`src/icache_pkg.sv`:
```
package icache_pkg;

    ////////////////////////////////////////
    // line geometry
    ////////////////////////////////////////

    // instruction words held by one line
    localparam int WORDS_PER_LINE = 4;

    // word offset inside a line
    localparam int OFFSET_W = 2;

    typedef logic [31:0] word_t;

    // word 0 sits in the low bits
    typedef word_t [WORDS_PER_LINE-1:0] line_t;

    ////////////////////////////////////////
    // pipeline side
    ////////////////////////////////////////

    // one request from the fetch stage
    typedef struct packed {
        logic [31:0] addr;
        // set for an index invalidate, clear for a fetch
        logic        inv;
    } fetch_req_t;

    // one fetch result
    typedef struct packed {
        logic [31:0] pc;
        // addressed word in the low half
        logic [63:0] instr;
        // upper word holds a real instruction
        logic        second_valid;
    } fetch_rsp_t;

    ////////////////////////////////////////
    // way lookup result
    ////////////////////////////////////////

    // presented by each way in the lookup cycle
    typedef struct packed {
        logic  hit;
        line_t line;
    } way_rd_t;

endpackage

```
`src/icache_ctrl.sv`:
```
`timescale 1ns/10ps

module icache_ctrl #(
    parameter int index_width = 4
) (
    input  logic                     clk,
    input  logic                     rst,
    // pipeline side
    input  logic                     req_valid,
    input  icache_pkg::fetch_req_t   req,
    output logic                     req_ready,
    output logic                     rsp_valid,
    output logic                     op_ack,
    // way results
    input  logic                     hit0,
    input  logic                     hit1,
    // memory side
    input  logic                     mem_valid,
    output logic                     mem_req,
    output logic [31:0]              mem_addr,
    // way read control
    output logic                     rd_en,
    output logic [index_width-1:0]   rd_index,
    output logic [27-index_width:0]  cmp_tag,
    // way write control
    output logic                     fill_we0,
    output logic                     fill_we1,
    output logic                     inv_we,
    output logic [index_width-1:0]   wr_index,
    output logic [27-index_width:0]  wr_tag,
    // fetch combiner
    output logic                     sel_refill,
    output logic [31:0]              pc
);
    import icache_pkg::*;

    localparam int tag_width = 28 - index_width;
    localparam int num_sets = 1 << index_width;
    localparam int index_lsb = OFFSET_W + 2;

    localparam logic [1:0] S_IDLE   = 2'd0;
    localparam logic [1:0] S_LOOKUP = 2'd1;
    localparam logic [1:0] S_REFILL = 2'd2;

    logic [1:0]          state_q;
    logic [1:0]          state_d;
    fetch_req_t          req_q;
    // per set, the way to replace next
    logic [num_sets-1:0] lru_q;

    logic                accept;
    logic                lookup;
    logic                fetch_hit;
    logic                miss;
    logic                fill_done;
    logic                victim;

    ////////////////////////////////////////
    // decode of the current cycle
    ////////////////////////////////////////

    assign accept    = req_valid && req_ready;
    assign lookup    = (state_q == S_LOOKUP);
    assign fetch_hit = lookup && !req_q.inv && (hit0 || hit1);
    assign miss      = lookup && !req_q.inv && !(hit0 || hit1);
    assign fill_done = (state_q == S_REFILL) && mem_valid;
    assign victim    = lru_q[wr_index];

    // low from the miss lookup until the line comes back
    assign req_ready = (state_q == S_IDLE) || (lookup && !miss);
    assign rsp_valid = fetch_hit || fill_done;
    assign op_ack    = lookup && req_q.inv;

    assign mem_req  = (state_q == S_REFILL);
    assign mem_addr = {req_q.addr[31:index_lsb], {index_lsb{1'b0}}};

    // ways read the incoming set on acceptance
    assign rd_en    = accept;
    assign rd_index = req.addr[index_lsb +: index_width];
    assign cmp_tag  = req_q.addr[31 -: tag_width];

    assign wr_index = req_q.addr[index_lsb +: index_width];
    assign wr_tag   = req_q.addr[31 -: tag_width];
    assign fill_we0 = fill_done && !victim;
    assign fill_we1 = fill_done && victim;
    assign inv_we   = op_ack;

    assign sel_refill = (state_q == S_REFILL);
    assign pc         = req_q.addr;

    ////////////////////////////////////////
    // FSM
    ////////////////////////////////////////

    always_comb begin
        state_d = state_q;
        case (state_q)
            S_IDLE: begin
                if (accept) begin
                    state_d = S_LOOKUP;
                end
            end
            S_LOOKUP: begin
                if (miss) begin
                    state_d = S_REFILL;
                end else if (accept) begin
                    state_d = S_LOOKUP;
                end else begin
                    state_d = S_IDLE;
                end
            end
            S_REFILL: begin
                if (mem_valid) begin
                    state_d = S_IDLE;
                end
            end
            default: state_d = S_IDLE;
        endcase
    end

    always_ff @(posedge clk) begin
        if (rst) begin
            state_q <= S_IDLE;
            lru_q   <= '0;
        end else begin
            state_q <= state_d;
            // hit in way 0 makes way 1 the victim, and the reverse
            if (fetch_hit) begin
                lru_q[wr_index] <= hit0;
            end else if (fill_done) begin
                lru_q[wr_index] <= !victim;
            end
        end
    end

    // request held for lookup and refill
    always_ff @(posedge clk) begin
        if (accept) begin
            req_q <= req;
        end
    end

endmodule

```
`src/icache_fetch_pack.sv`:
```
`timescale 1ns/10ps

module icache_fetch_pack (
    input  icache_pkg::way_rd_t    way0,
    input  icache_pkg::way_rd_t    way1,
    input  icache_pkg::line_t      refill_line,
    input  logic                   sel_refill,
    input  logic [31:0]            pc,
    output icache_pkg::fetch_rsp_t rsp
);
    import icache_pkg::*;

    line_t               line_sel;
    logic [OFFSET_W-1:0] word_off;
    word_t               lo_word;
    word_t               hi_word;

    ////////////////////////////////////////
    // line select
    ////////////////////////////////////////

    // the returning line goes straight out during refill
    always_comb begin
        if (sel_refill) begin
            line_sel = refill_line;
        end else if (way1.hit) begin
            line_sel = way1.line;
        end else begin
            line_sel = way0.line;
        end
    end

    ////////////////////////////////////////
    // pair extraction
    ////////////////////////////////////////

    assign word_off = pc[OFFSET_W+1:2];

    // addressed word, then the odd word of the same aligned pair
    assign lo_word = line_sel[word_off];
    assign hi_word = line_sel[{word_off[OFFSET_W-1:1], 1'b1}];

    always_comb begin
        rsp.pc = pc;
        if (word_off[0]) begin
            // odd offset, single instruction
            rsp.instr        = {32'h0, lo_word};
            rsp.second_valid = 1'b0;
        end else begin
            rsp.instr        = {hi_word, lo_word};
            rsp.second_valid = 1'b1;
        end
    end

endmodule

```
`src/icache_top.sv`:
```
`timescale 1ns/10ps

module icache_top #(
    parameter int index_width = 4
) (
    input  logic                   clk,
    input  logic                   rst,
    // fetch stage
    input  logic                   req_valid,
    input  icache_pkg::fetch_req_t req,
    output logic                   req_ready,
    output logic                   rsp_valid,
    output icache_pkg::fetch_rsp_t rsp,
    output logic                   op_ack,
    // memory
    output logic                   mem_req,
    output logic [31:0]            mem_addr,
    input  logic                   mem_valid,
    input  icache_pkg::line_t      mem_line
);
    import icache_pkg::*;

    localparam int tag_width = 28 - index_width;

    way_rd_t                way0_rd;
    way_rd_t                way1_rd;

    logic                   rd_en;
    logic [index_width-1:0] rd_index;
    logic [tag_width-1:0]   cmp_tag;
    logic                   fill_we0;
    logic                   fill_we1;
    logic                   inv_we;
    logic [index_width-1:0] wr_index;
    logic [tag_width-1:0]   wr_tag;
    logic                   sel_refill;
    logic [31:0]            pc;

    ////////////////////////////////////////
    // way banks
    ////////////////////////////////////////

    icache_way #(
        .index_width (index_width)
    ) u_way0 (
        .clk       (clk),
        .rst       (rst),
        .rd_en     (rd_en),
        .rd_index  (rd_index),
        .cmp_tag   (cmp_tag),
        .fill_we   (fill_we0),
        .inv_we    (inv_we),
        .wr_index  (wr_index),
        .wr_tag    (wr_tag),
        .fill_line (mem_line),
        .rd        (way0_rd)
    );

    icache_way #(
        .index_width (index_width)
    ) u_way1 (
        .clk       (clk),
        .rst       (rst),
        .rd_en     (rd_en),
        .rd_index  (rd_index),
        .cmp_tag   (cmp_tag),
        .fill_we   (fill_we1),
        .inv_we    (inv_we),
        .wr_index  (wr_index),
        .wr_tag    (wr_tag),
        .fill_line (mem_line),
        .rd        (way1_rd)
    );

    ////////////////////////////////////////
    // combiner and controller
    ////////////////////////////////////////

    icache_fetch_pack u_pack (
        .way0        (way0_rd),
        .way1        (way1_rd),
        .refill_line (mem_line),
        .sel_refill  (sel_refill),
        .pc          (pc),
        .rsp         (rsp)
    );

    icache_ctrl #(
        .index_width (index_width)
    ) u_ctrl (
        .clk        (clk),
        .rst        (rst),
        .req_valid  (req_valid),
        .req        (req),
        .req_ready  (req_ready),
        .rsp_valid  (rsp_valid),
        .op_ack     (op_ack),
        .hit0       (way0_rd.hit),
        .hit1       (way1_rd.hit),
        .mem_valid  (mem_valid),
        .mem_req    (mem_req),
        .mem_addr   (mem_addr),
        .rd_en      (rd_en),
        .rd_index   (rd_index),
        .cmp_tag    (cmp_tag),
        .fill_we0   (fill_we0),
        .fill_we1   (fill_we1),
        .inv_we     (inv_we),
        .wr_index   (wr_index),
        .wr_tag     (wr_tag),
        .sel_refill (sel_refill),
        .pc         (pc)
    );

endmodule

```
`src/icache_way.sv`:
```
`timescale 1ns/10ps

module icache_way #(
    parameter int index_width = 4
) (
    input  logic                       clk,
    input  logic                       rst,
    // lookup read port
    input  logic                       rd_en,
    input  logic [index_width-1:0]     rd_index,
    input  logic [27-index_width:0]    cmp_tag,
    // refill and invalidate write port
    input  logic                       fill_we,
    input  logic                       inv_we,
    input  logic [index_width-1:0]     wr_index,
    input  logic [27-index_width:0]    wr_tag,
    input  icache_pkg::line_t          fill_line,
    output icache_pkg::way_rd_t        rd
);
    import icache_pkg::*;

    localparam int tag_width = 28 - index_width;
    localparam int num_sets = 1 << index_width;

    logic [tag_width-1:0] tag_mem [num_sets];
    line_t                line_mem [num_sets];

    logic [num_sets-1:0]  valid_q;
    logic [num_sets-1:0]  valid_d;

    logic [tag_width-1:0] rd_tag_q;
    line_t                rd_line_q;
    logic                 rd_valid_q;

    ////////////////////////////////////////
    // valid bits
    ////////////////////////////////////////

    // invalidate and fill never overlap, invalidate taken first anyway
    always_comb begin
        valid_d = valid_q;
        if (inv_we) begin
            valid_d[wr_index] = 1'b0;
        end else if (fill_we) begin
            valid_d[wr_index] = 1'b1;
        end
    end

    always_ff @(posedge clk) begin
        if (rst) begin
            valid_q    <= '0;
            rd_valid_q <= 1'b0;
        end else begin
            valid_q <= valid_d;
            // read sees this cycle's write
            if (rd_en) begin
                rd_valid_q <= valid_d[rd_index];
            end
        end
    end

    ////////////////////////////////////////
    // tag and line arrays
    ////////////////////////////////////////

    always_ff @(posedge clk) begin
        if (fill_we) begin
            tag_mem[wr_index]  <= wr_tag;
            line_mem[wr_index] <= fill_line;
        end
    end

    // synchronous read of the incoming set
    always_ff @(posedge clk) begin
        if (rd_en) begin
            rd_tag_q  <= tag_mem[rd_index];
            rd_line_q <= line_mem[rd_index];
        end
    end

    // tag compare against the registered request
    assign rd.hit  = rd_valid_q && (rd_tag_q == cmp_tag);
    assign rd.line = rd_line_q;

endmodule

```
`config.mk`:
```
export PLATFORM = sky130hd
export DESIGN_NAME = icache_top
export DESIGN_NICKNAME = d
export VERILOG_FILES = /design/src/icache_pkg.sv /design/src/icache_ctrl.sv /design/src/icache_fetch_pack.sv /design/src/icache_top.sv /design/src/icache_way.sv
export SDC_FILE = /design/constraint.sdc
export NUM_CORES = 2
export LEC_CHECK = 0
export BUFFER_PORTS_ARGS = -buffer_cell sky130_fd_sc_hd__buf_2
export CAP_MARGIN = 20
export CORE_ASPECT_RATIO = 1.2
export CORE_MARGIN = 10
export CORE_UTILIZATION = 65
export CTS_BUF_LIST = sky130_fd_sc_hd__clkbuf_8
export CTS_CLUSTER_DIAMETER = 40
export DETAILED_ROUTE_END_ITERATION = 16
export PLACE_DENSITY = 0.81
export REMOVE_ABC_BUFFERS = 1
export SLEW_MARGIN = 20
export SYNTH_ARGS = -nofsm -noshare
export SYNTH_HDL_FRONTEND = slang
export SYNTH_MEMORY_MAX_BITS = 65536
export SYNTH_SLANG_ARGS = --single-unit
```
`constraint.sdc`:
```
create_clock -name clk -period 71.7 [get_ports clk]
set_clock_uncertainty 0.05 [all_clocks]
set_input_delay 7.17 -clock clk [delete_from_list [all_inputs] [get_ports clk]]
set_output_delay 7.17 -clock clk [all_outputs]
set_load 0.05 [all_outputs]
```
==> results.json <==
{
  "fmax_mhz": 60.1,
  "critPathMaxFanout": 33,
  "synth-seq-area-share": 0.786,
  "final_cell_mix": "edfxtp_1, mux4_2, clkbuf_8",
  "wl_um": 540000,
  "via_count": 100000,
  "synthArstFlopShare": 0,
  "die_w_um": 526,
  "cts_tree": "built",
  "timing.final.crit_period_ns": 16.64,
  "num_rows": 223,
  "antenna_found_initial": 75,
  "crit_path_start_kind": "primary input",
  "hold_buffers": 0,
  "ys.flop_type": "edfxtp_1",
  "finalSetupViolations": 0,
  "grt-busiest-layer": "met2",
  "yosys_warnings": 0,
  "place_ws_ns": 55.15,
  "grt_pass1_wl_um": 762000,
  "start_util": 0.652,
  "nets": 9192,
  "gp_congestion": 0.835,
  "syn_area_um2": 200000,
  "multi_input_area_um2": 40700,
  "wl_per_cell_um": 39.5,
  "clkLatencyLatePin_ns": 1.13,
  "rr_worst_depth": 8,
  "holdPathStages": 1,
  "holdPathEnd": "u_way1.valid_q[15]$_SDFF_PP0_",
  "synth_edf_count": 5201,
  "port_buffers": 293,
  "synth_top_area_frac": 0.781,
  "fp.dieH_um": 628,
  "dp_hpwl_um": 266000,
  "cts-root-buf": "clkbuf_8",
  "reg2reg_to": "u_way1.line_mem[15][72]$_DFFE_PP_",
  "nFillCells": 15800,
  "overflow": 0,
  "maxCapViolCount": 0,
  "leakage_nw": 69.3,
  "grt_pass1_vias": 102000,
  "critical_path_class": "primary input to output port",
  "use_met1": 0.422,
  "ant_nets": 0,
  "final-instance-count-excl-fill": 13700,
  "cp-end-kind": "output port",
  "fin_util": 0.718,
  "use_met2": 0.525,
  "core_area_um2": 307000,
  "synth_area_per_cell_um2": 24.2,
  "grt_usage": 0.327,
  "clk_path_buf_depth": 4,
  "yosys.area.top_type": "edfxtp_1",
  "syn_inst": 8253,
  "drv_slew": 0,
  "drtIter0Drc": 16800,
  "hp-class": "flop to flop",
  "post-cts-setup-buffers": 0,
  "r2r_setup_slack_ns": 65.01,
  "fin_tns_setup_ns": 0,
  "rsz0062_at_grt": "no",
  "outcome": "completed",
  "drc": 0,
  "use_met3": 0.0819,
  "via_per_inst": 7.31,
  "required_ns": 64.48,
  "dp.cells": 12300,
  "grt_max_degree": 137,
  "cts_max_level": 6,
  "rr_startpoint": "u_ctrl.state_q[1]$_SDFFE_PP0P_",
  "hold_viol_final": 0,
  "numCtsBuffers": 748,
  "hold_start": "u_way1.valid_q[15]$_SDFF_PP0_",
  "dr.pass1.iters": 8,
  "postLayoutSetupSlackWorst_ns": 55.06,
  "final-seq-area_um2": 157000,
  "ir_worst_vdd_uv": 20.0,
  "ys_types": 67,
  "clkTransAtPathRegs_ns": 0.06,
  "io-pin-count": 298,
  "post-route-period-util": 0.232,
  "synth_area_leaders": "edfxtp_1, mux4_2, clkbuf_1",
  "die_area_um2": 330000,
  "power_density_nw_per_um2": 26.7,
  "drive_gt1_frac": 0.324,
  "slew_headroom": 0.157,
  "tightest_slew_ns": 1.26,
  "layout_commonest_cell": "edfxtp_1",
  "arrival_ns": 9.42,
  "post_cts_resized": 0,
  "cts_sinks": 5253,
  "ys_seq_elements": 5253,
  "syn_to_final_growth_pct": 10.2
}
## kinds of logic after synthesis
logic type	share of synthesized area
compound gates	0.0106
xor+xnor	0.00215
buf+inv	0.0117
flops	0.786
mux	0.179
other cells	0.0000187
simple gates	0.0106
## area by class of cell
| cell class | count | area share |
|---|---|---|
| Sequential cell | 5253 | 0.713 |
| Timing Repair Buffer | 532 | 0.0166 |
| Antenna cell | 37 | 0.000420 |
| Inverter | 25 | 0.000466 |
| Clock buffer | 761 | 0.0475 |
| Multi-Input combinational cell | 2467 | 0.185 |
| Clock inverter | 555 | 0.0137 |
| Tap cell | 4050 | 0.0230 |
## routing by layer
metal	vias up	wire [µm]	share of wire
met3	1685	71000	0.13
met5	-	406	0.00075
li1	37100	-	-
met4	64	30700	0.057
met2	9168	267000	0.49
met1	51900	171000	0.32
## how the worst max path moves through the flow
stage | startpoint | to | slack, ns | cells after the start
final | mem_line[57] | rsp[26] | 55.06 | 5
after global routing | mem_line[98] | rsp[3] | 55.12 | 5
after CTS | mem_line[57] | rsp[26] | 55.13 | 5
after detailed placement | mem_line[46] | rsp[15] | 55.15 | 5
after global placement | mem_line[46] | rsp[15] | 55.25 | 5
after floorplan | req_valid | u_way1.rd_valid_q$_SDFFE_PP0P_ | 36.97 | 3
## cell usage after synthesis (5+ instances only)
cell,instances
a211oi_1,33
a21oi_1,77
a221oi_1,16
a31oi_1,7
buf_1,76
buf_2,48
buf_4,70
clkbuf_1,315
dfxtp_1,52
edfxtp_1,5201
inv_1,25
mux2_2,65
mux2i_1,64
mux4_2,1524
nand2_1,20
nand2b_1,7
nand3_1,5
nand4_1,19
nor2_1,258
nor2b_1,35
nor3_1,20
nor3b_1,8
nor4_1,10
o211ai_1,9
o21a_1,14
o21ai_0,117
o32a_1,33
xnor2_1,33
xor2_1,16
## critical path: stages
cell and delay, ns:
buf_2 0.45, nor2_1 0.13, o32a_1 0.49, o21ai_0 0.76
buf_2 0.40
## power breakdown
part / switching [mW] / total [mW] / internal (mW)
registers: 0.00807 / 3.41 / 3.40
logic: 0.192 / 0.306 / 0.114
clock network: 1.12 / 2.18 / 1.06
total: 1.32 / 5.89 / 4.58
## stage by stage
step	hold slack [ns]	area, µm²	power, mW
after floorplan	0.383	198000	3.64
after global placement	0.399	207000	3.76
after detailed placement	0.405	207000	3.77
after CTS	0.420	220000	5.90
after global routing	0.440	220000	6.05
final	0.418	220000	5.89
## flip-flops by register name, indices dropped and copies added (netlist names)
name               flops
u_ctrl.state_q         2
u_way0.line_mem     2048
u_way0.rd            128
u_way1.rd_valid_q      1
u_ctrl.pc             32
u_way1.line_mem     2048
u_way1.rd_tag_q       24
u_way1.tag_mem       384
u_way0.valid_q        16
u_way0.rd_valid_q      1
u_way1.rd            128
u_way0.tag_mem       384
u_ctrl.req_q           1
u_way0.rd_tag_q       24
u_way1.valid_q        16
u_ctrl.lru_q          16
Power figures use the tool's default switching activity.
